File: src/design/axi_lite_config.svh
`ifndef AXI_LITE_CONFIG_SVH
`define AXI_LITE_CONFIG_SVH

// Byte address width of the write bus.
`define AXI_ADDR_W 8

// Data width; strobe width is this over 8.
`define AXI_DATA_W 32

// Registers in the slave bank.
`define REG_COUNT 16

`endif

File: src/design/axi_lite_pkg.sv
`default_nettype none

package axi_lite_pkg;

    // Master index, also the arbiter state.
    typedef enum logic [1:0] {
        MASTER_0,
        MASTER_1,
        MASTER_2
    } master_e;

    // Write response codes.
    typedef enum logic [1:0] {
        RESP_OKAY   = 2'd0,
        RESP_SLVERR = 2'd2
    } resp_e;

    // Write router phases.
    typedef enum logic [1:0] {
        ROUTE_IDLE,
        ROUTE_DATA,
        ROUTE_RESP
    } router_state_e;

endpackage

`default_nettype wire

File: src/design/axi_lite_wr_if.sv
`default_nettype none
`timescale 1ns/1ps

`include "axi_lite_config.svh"

interface axi_lite_wr_if
    import axi_lite_pkg::*;
();

    // Write address channel.
    logic                       awvalid;
    logic                       awready;
    logic [`AXI_ADDR_W-1:0]     awaddr;

    // Write data channel.
    logic                       wvalid;
    logic                       wready;
    logic [`AXI_DATA_W-1:0]     wdata;
    logic [`AXI_DATA_W/8-1:0]   wstrb;

    // Write response channel.
    logic                       bvalid;
    logic                       bready;
    resp_e                      bresp;

    modport master (
        output awvalid, awaddr, wvalid, wdata, wstrb, bready,
        input  awready, wready, bvalid, bresp
    );

    modport slave (
        input  awvalid, awaddr, wvalid, wdata, wstrb, bready,
        output awready, wready, bvalid, bresp
    );

endinterface

`default_nettype wire

File: src/design/axi_arbiter_aw.sv
`default_nettype none
`timescale 1ns/1ps

module axi_arbiter_aw
    import axi_lite_pkg::*;
(
    input  logic       clk_i,
    input  logic       rst_ni,
    input  logic [2:0] aw_valid,
    output logic [2:0] grant
);

    master_e state;
    master_e next_state;

    //------------------------------------------------------------
    // Sticky grant, then lowest other index.
    //------------------------------------------------------------
    always_comb begin
        next_state = state;
        case (state)
            MASTER_0: begin
                if (aw_valid[0])
                    next_state = MASTER_0;
                else if (aw_valid[1])
                    next_state = MASTER_1;
                else if (aw_valid[2])
                    next_state = MASTER_2;
            end
            MASTER_1: begin
                if (aw_valid[1])
                    next_state = MASTER_1;
                else if (aw_valid[0])
                    next_state = MASTER_0;
                else if (aw_valid[2])
                    next_state = MASTER_2;
            end
            MASTER_2: begin
                if (aw_valid[2])
                    next_state = MASTER_2;
                else if (aw_valid[0])
                    next_state = MASTER_0;
                else if (aw_valid[1])
                    next_state = MASTER_1;
            end
            default: begin
                next_state = MASTER_0;
            end
        endcase
    end

    always_ff @(posedge clk_i) begin
        if (!rst_ni)
            state <= MASTER_0;
        else
            state <= next_state;
    end

    // One-hot decode, bit i for master i.
    always_comb begin
        case (state)
            MASTER_0: grant = 3'b001;
            MASTER_1: grant = 3'b010;
            MASTER_2: grant = 3'b100;
            default:  grant = 3'b000;
        endcase
    end

    a_grant_onehot: assert property (
        @(posedge clk_i) disable iff (!rst_ni) $onehot(grant)
    );

endmodule

`default_nettype wire

File: src/design/axi_wr_router.sv
`default_nettype none
`timescale 1ns/1ps

`include "axi_lite_config.svh"

module axi_wr_router
    import axi_lite_pkg::*;
(
    input  logic                           clk_i,
    input  logic                           rst_ni,
    input  logic [2:0]                     grant,
    input  logic [2:0]                     m_awvalid,
    input  logic [2:0][`AXI_ADDR_W-1:0]    m_awaddr,
    output logic [2:0]                     m_awready,
    input  logic [2:0]                     m_wvalid,
    input  logic [2:0][`AXI_DATA_W-1:0]    m_wdata,
    input  logic [2:0][`AXI_DATA_W/8-1:0]  m_wstrb,
    output logic [2:0]                     m_wready,
    output logic [2:0]                     m_bvalid,
    output resp_e [2:0]                    m_bresp,
    input  logic [2:0]                     m_bready,
    axi_lite_wr_if.master                  slv
);

    router_state_e state;
    router_state_e next_state;
    master_e       grant_idx;
    master_e       lock_idx;
    master_e       cur_idx;
    logic          fwd_en;
    logic          aw_hs;

    always_comb begin
        case (grant)
            3'b010:  grant_idx = MASTER_1;
            3'b100:  grant_idx = MASTER_2;
            default: grant_idx = MASTER_0;
        endcase
    end

    // Grantee while idle, locked master afterwards.
    assign cur_idx = (state == ROUTE_IDLE) ? grant_idx : lock_idx;
    assign fwd_en  = (state == ROUTE_IDLE) ? m_awvalid[grant_idx] : (state == ROUTE_DATA);

    //------------------------------------------------------------
    // Slave side.
    //------------------------------------------------------------
    assign slv.awvalid = fwd_en && m_awvalid[cur_idx];
    assign slv.awaddr  = m_awaddr[cur_idx];
    assign slv.wvalid  = fwd_en && m_wvalid[cur_idx];
    assign slv.wdata   = m_wdata[cur_idx];
    assign slv.wstrb   = m_wstrb[cur_idx];
    assign slv.bready  = (state == ROUTE_RESP) && m_bready[lock_idx];

    assign aw_hs = slv.awvalid && slv.awready;

    //------------------------------------------------------------
    // Master side.
    //------------------------------------------------------------
    always_comb begin
        for (int i = 0; i < 3; i++) begin
            m_awready[i] = fwd_en && (int'(cur_idx) == i) && slv.awready;
            m_wready[i]  = fwd_en && (int'(cur_idx) == i) && slv.wready;
            m_bvalid[i]  = (int'(lock_idx) == i) && slv.bvalid;
            m_bresp[i]   = (int'(lock_idx) == i) ? slv.bresp : RESP_OKAY;
        end
    end

    always_comb begin
        next_state = state;
        case (state)
            ROUTE_IDLE: begin
                if (aw_hs)
                    next_state = ROUTE_RESP;
                else if (fwd_en && !slv.wvalid)
                    next_state = ROUTE_DATA;
            end
            ROUTE_DATA: begin
                if (aw_hs)
                    next_state = ROUTE_RESP;
            end
            ROUTE_RESP: begin
                if (slv.bvalid && slv.bready)
                    next_state = ROUTE_IDLE;
            end
            default: next_state = ROUTE_IDLE;
        endcase
    end

    always_ff @(posedge clk_i) begin
        if (!rst_ni) begin
            state    <= ROUTE_IDLE;
            lock_idx <= MASTER_0;
        end else begin
            state <= next_state;
            // Tracks the grant until the router leaves idle.
            if (state == ROUTE_IDLE)
                lock_idx <= grant_idx;
        end
    end

    a_bvalid_in_resp: assert property (
        @(posedge clk_i) disable iff (!rst_ni) (m_bvalid != 3'b000) |-> (state == ROUTE_RESP)
    );

    a_awready_onehot0: assert property (
        @(posedge clk_i) disable iff (!rst_ni) $onehot0(m_awready)
    );

endmodule

`default_nettype wire

File: src/design/axi_reg_slave.sv
`default_nettype none
`timescale 1ns/1ps

`include "axi_lite_config.svh"

module axi_reg_slave
    import axi_lite_pkg::*;
(
    input  logic                    clk_i,
    input  logic                    rst_ni,
    axi_lite_wr_if.slave            bus,
    input  logic [`AXI_ADDR_W-1:0]  reg_raddr,
    output logic [`AXI_DATA_W-1:0]  reg_rdata
);

    localparam int IDX_W = $clog2(`REG_COUNT);

    logic [`AXI_DATA_W-1:0]  regs [`REG_COUNT];
    logic                    accept;
    logic [`AXI_ADDR_W-3:0]  wr_word;
    logic [`AXI_ADDR_W-3:0]  rd_word;
    logic                    wr_in_range;
    logic                    bvalid_q;
    resp_e                   bresp_q;

    // Word index, byte offset ignored.
    assign wr_word     = bus.awaddr[`AXI_ADDR_W-1:2];
    assign rd_word     = reg_raddr[`AXI_ADDR_W-1:2];
    assign wr_in_range = (wr_word < `REG_COUNT);

    // AW and W taken together while no response is pending.
    assign accept      = !bvalid_q && bus.awvalid && bus.wvalid;
    assign bus.awready = accept;
    assign bus.wready  = accept;
    assign bus.bvalid  = bvalid_q;
    assign bus.bresp   = bresp_q;

    //------------------------------------------------------------
    // Register bank.
    //------------------------------------------------------------
    always_ff @(posedge clk_i) begin
        if (!rst_ni) begin
            for (int r = 0; r < `REG_COUNT; r++)
                regs[r] <= '0;
        end else if (accept && wr_in_range) begin
            for (int b = 0; b < `AXI_DATA_W/8; b++) begin
                if (bus.wstrb[b])
                    regs[wr_word[IDX_W-1:0]][8*b +: 8] <= bus.wdata[8*b +: 8];
            end
        end
    end

    always_ff @(posedge clk_i) begin
        if (!rst_ni) begin
            bvalid_q <= 1'b0;
            bresp_q  <= RESP_OKAY;
        end else if (accept) begin
            bvalid_q <= 1'b1;
            bresp_q  <= wr_in_range ? RESP_OKAY : RESP_SLVERR;
        end else if (bus.bready) begin
            bvalid_q <= 1'b0;
        end
    end

    // Read port, out of range reads zero.
    always_ff @(posedge clk_i) begin
        if (rd_word < `REG_COUNT)
            reg_rdata <= regs[rd_word[IDX_W-1:0]];
        else
            reg_rdata <= '0;
    end

    a_b_stable: assert property (
        @(posedge clk_i) disable iff (!rst_ni)
        bus.bvalid && !bus.bready |=> bus.bvalid && $stable(bus.bresp)
    );

endmodule

`default_nettype wire

File: src/design/axi_wr_interconnect_top.sv
`default_nettype none
`timescale 1ns/1ps

`include "axi_lite_config.svh"

module axi_wr_interconnect_top
    import axi_lite_pkg::*;
(
    input  logic                           clk_i,
    input  logic                           rst_ni,
    input  logic [2:0]                     m_awvalid,
    input  logic [2:0][`AXI_ADDR_W-1:0]    m_awaddr,
    output logic [2:0]                     m_awready,
    input  logic [2:0]                     m_wvalid,
    input  logic [2:0][`AXI_DATA_W-1:0]    m_wdata,
    input  logic [2:0][`AXI_DATA_W/8-1:0]  m_wstrb,
    output logic [2:0]                     m_wready,
    output logic [2:0]                     m_bvalid,
    output resp_e [2:0]                    m_bresp,
    input  logic [2:0]                     m_bready,
    input  logic [`AXI_ADDR_W-1:0]         reg_raddr,
    output logic [`AXI_DATA_W-1:0]         reg_rdata
);

    logic [2:0] grant;

    axi_lite_wr_if slv_bus ();

    //------------------------------------------------------------
    // Arbiter, router, register slave.
    //------------------------------------------------------------
    axi_arbiter_aw u_arbiter (
        .clk_i    (clk_i),
        .rst_ni   (rst_ni),
        .aw_valid (m_awvalid),
        .grant    (grant)
    );

    axi_wr_router u_router (
        .clk_i     (clk_i),
        .rst_ni    (rst_ni),
        .grant     (grant),
        .m_awvalid (m_awvalid),
        .m_awaddr  (m_awaddr),
        .m_awready (m_awready),
        .m_wvalid  (m_wvalid),
        .m_wdata   (m_wdata),
        .m_wstrb   (m_wstrb),
        .m_wready  (m_wready),
        .m_bvalid  (m_bvalid),
        .m_bresp   (m_bresp),
        .m_bready  (m_bready),
        .slv       (slv_bus.master)
    );

    axi_reg_slave u_slave (
        .clk_i     (clk_i),
        .rst_ni    (rst_ni),
        .bus       (slv_bus.slave),
        .reg_raddr (reg_raddr),
        .reg_rdata (reg_rdata)
    );

endmodule

`default_nettype wire

File: config.mk
export PLATFORM = sky130hd
export DESIGN_NAME = axi_wr_interconnect_top
export DESIGN_NICKNAME = d
export VERILOG_FILES = /design/src/design/axi_lite_pkg.sv /design/src/design/axi_lite_wr_if.sv /design/src/design/axi_arbiter_aw.sv /design/src/design/axi_wr_router.sv /design/src/design/axi_reg_slave.sv /design/src/design/axi_wr_interconnect_top.sv
export VERILOG_INCLUDE_DIRS = /design/src /design/src/design
export SDC_FILE = /design/constraint.sdc
export NUM_CORES = 1
export LEC_CHECK = 0
export BUFFER_PORTS_ARGS = -buffer_cell sky130_fd_sc_hd__buf_2
export CAP_MARGIN = 20
export CORE_ASPECT_RATIO = 0.5
export CORE_MARGIN = 2
export CORE_UTILIZATION = 35
export DETAILED_ROUTE_END_ITERATION = 7
export SLEW_MARGIN = 20
export SYNTH_ARGS = -nofsm -noshare
export SYNTH_HDL_FRONTEND = slang
export SYNTH_SLANG_ARGS = --single-unit
File: constraint.sdc
create_clock -name clk_i -period 4.7 [get_ports clk_i]
set_clock_uncertainty 0.15 [all_clocks]
set_input_delay 0.94 -clock clk_i [delete_from_list [all_inputs] [get_ports clk_i]]
set_output_delay 0.94 -clock clk_i [all_outputs]
set_load 0.05 [all_outputs]
# Word level (Yosys, flattened, before mapping)
# Memory sizes are Yosys's and may differ from the RTL's. A register that Yosys moved wholly into a read port is not among the register bits.
# Index checks and enable logic that the tools add are counted.
# word_totals
regBits	9
ramBits	512
in_bits	151
out_inout_bits	47
wordCells	111
mem_count	1
# memory_table
memory	words	width	read_ports	rd_ports_with_merged_regs	write_ports	line_no	rtl
u_slave.regs	16	32	1	1	16	axi_reg_slave.sv:18	logic [`AXI_DATA_W-1:0] regs [`REG_COUNT];
# classes
magnitude_cmp	5
eq_ne	14
muxes	58
reduce_logical	28
# op_table
operator	count
binary-select mux 32 bit (select 2 bit)	1
two-way mux 32 bit	2
two-way mux 2 bit	17
OR reduction 32 bit	1
two-way mux 1 bit	24
logical AND 1 bit	18
binary-select mux 8 bit (select 2 bit)	1
equality test 2 bit (second input constant)	6
less-than comparator 6 x 5 -> 1 bit (second input constant)	2
two-way mux 4 bit	3
case mux 2 bit (3 select lines)	2
less-than comparator 2 x 3 -> 1 bit (second input constant)	3
case mux 3 bit (3 select lines)	1
binary-select mux 1 bit (select 2 bit)	4
binary-select mux 4 bit (select 2 bit)	1
logical NOT 2 bit	4
two-way mux 8 bit	1
equality test 2 x 1 -> 1 bit (second input constant)	2
!= test 4 bit (second input constant)	1
case mux 2 bit (2 select lines)	1
equality test 3 x 2 -> 1 bit (second input constant)	1
equality test 3 bit (second input constant)	1
logical NOT 1 bit	3
!= test 3 x 2 -> 1 bit (second input constant)	1
other kinds (4)	4

# Longest topological paths before layout
# Gate-level depths: netlist (run 1).
# depth
ltp_word	16
depth_mapped	12
ltp_nobuf	6

# By module
# From an unflattened synthesis (run 1), not the netlist that was laid out.
# hier_totals
cells_unflattened	2000
hier_area_um2	26230.2
# by_module_without_submodules
module	n_inst	cells_each	area_each_um2	seq_area_each_um2
axi_reg_slave	1	1775	24731.2	16055.4
axi_wr_router	1	209	1363.8	80.1
axi_arbiter_aw	1	16	135.1	40.0

# Worst setup path after synthesis (run 1)
# OpenSTA, ideal clock, no wires.
# synth_timing
kind	in2out
startpoint	input m_awvalid[0]
endpoint	output m_wready[0]
arrival_time_ns	3.198
required_time_ns	3.610
path_slack_ns	0.412
cell_stages	9
n_path_buf	3
cell_sequence	nor2b_1 -> a211oi_1 -> a211oi_1 -> a21o_1 -> buf_2 -> buf_4 -> nand2_1 -> nor2_1 -> buf_4
# synth_between
elab_chain_cells	7
word_cells_on_any_way	11
classes_between	5 x mux; 6 x reduce/logical
# synth_lines
element	line_no	rtl
start: declaration	axi_wr_interconnect_top.sv:11	input logic [2:0] m_awvalid,
binary-select mux 1 bit (select 2 bit)	axi_wr_router.sv:43	assign fwd_en = (state == ROUTE_IDLE) ? m_awvalid[grant_idx] : (state == ROUTE_DATA);
two-way mux 1 bit (not written as such)	axi_wr_router.sv:43	
two-way mux 1 bit	axi_wr_router.sv:43	
logical AND 1 bit	axi_wr_router.sv:48	assign slv.awvalid = fwd_en && m_awvalid[cur_idx];
logical AND 1 bit (2 in a row)	axi_reg_slave.sv:32	assign accept = !bvalid_q && bus.awvalid && bus.wvalid;
logical AND 1 bit *	n/a	
end: declaration	axi_wr_interconnect_top.sv:17	output logic [2:0] m_wready,
# Every way passes the cells marked *; elsewhere a longest branch is shown, timed or not. The select of a mux whose other input is x is not followed.

# Worst setup path in the final report (run 1)
# layout_timing
startpoint	register u_router.state[1]
endpoint	output m_awready[0]
# layout_between
elab_chain_cells	8
word_cells_on_any_way	15
classes_between	1 x eq/ne; 6 x mux; 8 x reduce/logical
# layout_lines
element	line_no	rtl
start: declaration	axi_wr_router.sv:25	router_state_e state;
start signal: assignment	axi_wr_router.sv:95	state <= next_state;
logical NOT 2 bit	axi_wr_router.sv:42, axi_wr_router.sv:43	
two-way mux 2 bit	axi_wr_router.sv:42	assign cur_idx = (state == ROUTE_IDLE) ? grant_idx : lock_idx;
binary-select mux 1 bit (select 2 bit)	axi_wr_router.sv:48	
two-way mux 1 bit (not written as such)	axi_wr_router.sv:48	
logical AND 1 bit	axi_wr_router.sv:48	
logical AND 1 bit (2 in a row)	axi_reg_slave.sv:32	
logical AND 1 bit *	axi_wr_router.sv:62	m_awready[i] = fwd_en && (int'(cur_idx) == i) && slv.awready;
end: declaration	axi_wr_interconnect_top.sv:13	output logic [2:0] m_awready,
# Marks and branches as above.

==> results.toml, run 1 <==
[status]
status = "complete, no violations"

[timing]
setup_violations = 0
maxSlewViolCount = 0
hold_violations = 0
tightest_slew_ns = 1.16
worst_slack_ns = 0.269
post-route-period-util_pct = 94.3
setup-tns-final_ns = 0
slew_headroom_pct = 22.5
whs_ns = 0.435
grt_setup_unrepaired = "no"
max_freq_mhz = 226
min_period_ns = 4.43

[finish]
synthToLayoutAreaGrowth_pct = 15.4
final_nets = 2188
antennaDiodeCount = 0
multi_input_area_sq_mm = 0.00859
fill_cells = 6721
drive_gt1_share_pct = 29.1
seqCellArea_sq_mm = 0.0162

[clock_tree]
htreeDepth = 2
cts_tree = "yes"
cts_sinks = 552
postCtsHoldBufs = 0
insertion_delay_ns = 0.61
cts_root_buffer = "clkbuf_16"
path_clk_slew_ns = 0.06
clk_path_buf_depth = 3
cts_buffers = 53

[detailed_routing]
viasPerCell = 5.31
detail-route-antenna-nets = 0
first_pass_iters = 7
drt_iter0_drc = 1636
drc = 0
wl_per_cell_um = 22.5
wirelength_mm = 68.7
vias = 16217

[placed_design]
place_congestion = 0.920
hpwlAfterDp_mm = 45.8
io_buffers = 186
preCtsSetupSlack_ns = 0.503

[pwr]
peakVddDrop_mv = 0.274
p_total_uw = 11100
p_per_area_mw_per_mm2 = 375
p_leak_uw = 0.0104

[grt]
antenna_found_initial = 1
grt-ovfl-total = 0
grt_pass1_vias = 16591
grt_max_degree = 66
grt_pass1_wl_mm = 104
grt_usage_pct = 18.1

[floorplan]
rows = 70
start_util_pct = 35.2
die_area_sq_mm = 0.0757
core_sq_mm = 0.0729
die_x_um = 387
io_pins = 198
die-height_um = 196

[critical_path]
rr_worst_depth = 9
cp_data_required_time_ns = 3.61
cp_max_fo = 16
cp.arrival_ns = 3.34
crit_type = "reg2out"
r2r-start = "u_router.state[1]"
end_kind = "output port"
r2r_setup_slack_ns = 0.66
timing.rr.end = "u_slave.regs[13][18]"
start_kind = "flop"

[synthesis]
synth_edf_count = 512
yosysSeqAreaShare_pct = 63.0
yosys_warnings = 0
yosys.cell_types.count = 50
synth_ff_type = "edfxtp_1"
synth_top_cells_by_count = "512 x edfxtp_1, 494 x nor2_1, 160 x mux4_2"
syn-cell-area_sq_mm = 0.0257
postSynthAreaPerCell_sq_um = 13.9
synthMostInstantiatedCell = "edfxtp_1"
async_reset_ff_share_pct = 0
synth_cells = 1852
ys_ff_latch = 552
synth_area_leaders = "edfxtp_1 60%, mux4_2 14%, nor2_1 7.2%, dfxtp_1 3.1%, o21ai_0 2.1%"
yosys.area.top_type = "edfxtp_1"
synth_top_area_share_pct = 59.9

[flow_run]
drv_cap = 0

[worst_hold_path]
hp-start = "u_slave.bus.bresp[1]"
hold_depth = 2
min_to = "u_slave.bus.bresp[1]"
hold_path_class = "reg2reg"
==> report_power, final <==
part           leakage (uW)  internal [uW]  switching (uW)  total (uW)
sequential          0.00561           5520            61.0        5580
clock              0.000788           2200            1870        4070
combinational       0.00398            520             955        1480
total                0.0104           8240            2890       11100
==> sequential cells by signal (all words and copies together), names as in the netlist <==
| signal | cells |
|---|---|
| u_arbiter.state | 2 |
| u_router.lock_idx | 2 |
| u_router.state | 2 |
| u_slave.bus.bresp | 1 |
| u_slave.bus.bvalid | 1 |
| u_slave.reg_rdata | 32 |
| u_slave.regs | 512 |
==> through the flow <==
| stage | instances | area [sq um] | util [%] |
|---|---|---|---|
| 3_5_place_dp | 2954 | 28000 | 38.4 |
| 2_1_floorplan | 1854 | 25700 | - |
| 6_report | 3054 | 29600 | 40.7 |
| 3_3_place_gp | 2954 | 28000 | 38.4 |
| 4_1_cts | 3054 | 29600 | 40.7 |
| 5_1_grt | 3054 | 29600 | 40.7 |
==> cell usage in the layout (no fill, tap or decap), types with 4 or more instances in the layout <==
cell / Yosys / layout
a22oi_1: 34 / 34
mux4_2: 160 / 160
buf_4: 8 / 124
o21ai_0: 109 / 108
nand3_1: 43 / 43
nor2b_1: 35 / 35
nor2_1: 494 / 494
nand4_1: 6 / 6
nand2_1: 65 / 65
nor3b_2: 8 / 8
a21o_1: 44 / 42
clkinv_1: 0 / 5
nand4_2: 14 / 14
nor3b_1: 24 / 24
a21oi_1: 11 / 11
and2_1: 8 / 8
dfxtp_1: 40 / 40
edfxtp_1: 512 / 512
clkinv_2: 0 / 9
clkbuf_1: 101 / 21
inv_1: 4 / 4
nand4_4: 18 / 18
clkbuf_8: 0 / 7
clkbuf_16: 0 / 53
buf_2: 49 / 184
buf_12: 1 / 8
==> cell families after synthesis <==
family          after synthesis  share of synthesized area (%)
xor+xnor                      1                         0.0341
mux                         163                           14.2
simple gates                731                           14.0
flops                       552                           63.0
other cells                   1                         0.0146
compound gates              211                           5.12
buf+inv                     193                           3.67
==> critical path, cell delays in order, from the launching register on <==
cell and delay, ns:
dfxtp_1 0.58, o21a_1 0.54, o21ai_0 0.18, a21o_1 0.26
a211oi_4 0.30, buf_4 0.23, nand2_1 0.15, nor2_1 0.20
buf_2 0.30
==> layer usage <==
layer  routed length [um]  track usage, %  vias to the layer above
li1                     -               -                     7242
met1                28700            23.8                     8377
met2                34800            31.8                      495
met3                 3350            2.09                      103
met4                 1800            5.37                        0
met5                    0               0                        -
==> area by class of cell <==
cell class              instances  area share (%)
clock buffers                  80            5.02
clock inverters                20           0.422
inverters                       4          0.0507
multi-input cells            1109            29.0
flip-flops and latches        552            54.6
well taps                     972            4.10
repair buffers                317            6.84
==> how the worst max path moves through the flow <==
stage	slack, ns	from	to
after floorplan	0.41	m_awvalid[0]	m_wready[0]
after global placement	0.60	u_arbiter.state[1]	u_slave.regs[13][18]
after detailed placement	0.50	u_arbiter.state[1]	u_slave.regs[13][18]
after CTS	0.09	u_arbiter.state[1]	m_awready[0]
after global routing	0.03	u_arbiter.state[1]	m_wready[0]
final	0.27	u_router.state[1]	m_awready[0]
==> repair_timing <==
action                                  4_1_cts  5_1_grt
resized for setup                             0        2
endpoints found under the setup margin        0        6
setup buffers                                 0        0
Power figures use the tool's default switching activity.
==> inputs of run 2 (changes only) <==
- clock period: 4.7 -> 5.3 ns (I/O delays scaled with it)
==> run 2 against run 1 <==
  * Via count barely moved
  * Flip-flop and latch count did not move
  * Final cell count rose by 0.46%
  * Die area did not move
  * Utilization rose by 0.21 points
  * Clock power fell by 7.6%
  * Critical endpoint is now m_wready[1]
  * Largest cell class unchanged
  * Largest power group unchanged
==> results.toml, run 2 (synthesis results as in run 1) <==
[floorplan]
die_x_um = 387
die-height_um = 196
io_pins = 198
rows = 70
start_util_pct = 35.2
core_sq_mm = 0.0729
die_area_sq_mm = 0.0757

[placed_design]
place_inst = 2968
preCtsSetupSlack_ns = 1.16
hpwlAfterDp_mm = 46.2
io_buffers = 186
place_congestion = 0.889
placed_area_sq_mm = 0.0281

[grt]
antenna_found_initial = 3
grt_usage_pct = 18.1
grt-ovfl-total = 0
grt_pass1_wl_mm = 103
grt_pass1_vias = 16289
grt_max_degree = 66

[timing]
min_period_ns = 4.40
post-route-period-util_pct = 82.9
grt_setup_unrepaired = "no"
max_freq_mhz = 227
whs_ns = 0.434
slew_headroom_pct = 33.3
tightest_slew_ns = 0.998
setup_violations = 0
setup-tns-final_ns = 0
worst_slack_ns = 0.904
hold_violations = 0
maxSlewViolCount = 0

[finish]
layout_common_cells = "512 x edfxtp_1, 494 x nor2_1, 184 x buf_2, 160 x mux4_2, 141 x buf_4"
final_area_sq_mm = 0.0298
top_register = "u_slave.regs"
final_common_cell = "edfxtp_1"
fill_cells = 6717
drive_gt1_share_pct = 29.5
fin_cells = 3068
synthToLayoutAreaGrowth_pct = 16.0
seqCellArea_sq_mm = 0.0162
largest_reg_flops = 512
multi_input_area_sq_mm = 0.00858
largestRegisters = "u_slave.regs: 512 flops, u_slave.reg_rdata: 32 flops"
final_nets = 2201

[critical_path]
crit_start = "u_router.state[1]"
crit_type = "reg2out"
cp_max_fo = 24
start_kind = "flop"
r2r_setup_slack_ns = 1.17
timing.rr.end = "u_slave.regs[5][5]"
end_kind = "output port"
rr_worst_depth = 9
r2r-start = "u_arbiter.state[0]"
cp.arrival_ns = 3.19
cp_data_required_time_ns = 4.09

[clock_tree]
cts_tree = "yes"
cts_root_buffer = "clkbuf_16"
cts_resized = 0
postCtsHoldBufs = 0
cts_sinks = 552
post_cts.repair.setup_buffers = 0
path_clk_slew_ns = 0.07
htreeDepth = 2
insertion_delay_ns = 0.60
cts_buffers = 52
clk_path_buf_depth = 3

[flow_run]
drv_cap = 0

[detailed_routing]
wirelength_mm = 69.0
drt_iter0_drc = 1572
wl_per_cell_um = 22.5
first_pass_iters = 5
drc = 0
viasPerCell = 5.28
vias = 16202
detail-route-antenna-nets = 0

[pwr]
p_leak_uw = 0.0105
p_per_area_mw_per_mm2 = 336
peakVddDrop_mv = 0.239

[worst_hold_path]
hp-start = "u_slave.bus.bresp[1]"
hold_depth = 2
min_to = "u_slave.bus.bresp[1]"
hold_path_class = "reg2reg"

[status]
status = "complete, no violations"
run 2: how the worst max path moves through the flow:
| stage | depth (start not counted) | end | slack (ns) |
|---|---|---|---|
| 6_report | 8 | m_wready[1] | 0.90 |
| 5_1_grt | 8 | m_wready[1] | 0.74 |
| 4_1_cts | 8 | m_wready[1] | 0.91 |
| 3_5_place_dp | 8 | m_wready[1] | 1.16 |
| 3_3_place_gp | 8 | m_awready[0] | 1.13 |
| 2_1_floorplan | 9 | m_wready[0] | 0.77 |
run 2: metal layers:
metal | routed length [um] | GRT usage (%) | part of all wire [%] | vias up
met5 | 0 | 0 | 0 | -
met4 | 1720 | 5.19 | 2.5 | 0
met3 | 4070 | 2.65 | 5.9 | 103
met2 | 34600 | 31.2 | 50 | 520
met1 | 28600 | 23.9 | 41 | 8308
li1 | - | - | - | 7271
run 2: power by group:
| part | switching, uW | leakage [uW] | total, uW | internal [uW] |
|---|---|---|---|---|
| Combinational | 848 | 0.00403 | 1310 | 462 |
| Clock | 1660 | 0.000819 | 3760 | 2100 |
| Sequential | 53.7 | 0.00561 | 4950 | 4890 |
| Total | 2560 | 0.0105 | 10000 | 7460 |
run 2: metrics by stage:
step / power [uW] / utilization, %
detailed placement: 6350 / 38.5
global route: 10300 / 40.9
finish: 10000 / 40.9
CTS: 10100 / 40.9
floorplan: 5890 / -
global placement: 6340 / 38.5
run 2: layout make-up:
type                    count  area share [%]
diodes                      2          0.0168
clock buffers              66            4.79
clock inverters            32           0.916
inverters                   4          0.0504
multi-input cells        1109            28.8
flip-flops and latches    552            54.3
well taps                 972            4.08
repair buffers            331            7.03
run 2: critical path, stage by stage, from the launching register on:
cell and delay, ns:
dfxtp_1 0.43, or2_0 0.39, a21o_1 0.24, buf_4 0.21, a21o_1 0.22, a211oi_4 0.36, nand2_1 0.25, nor2_1 0.18
buf_2 0.29
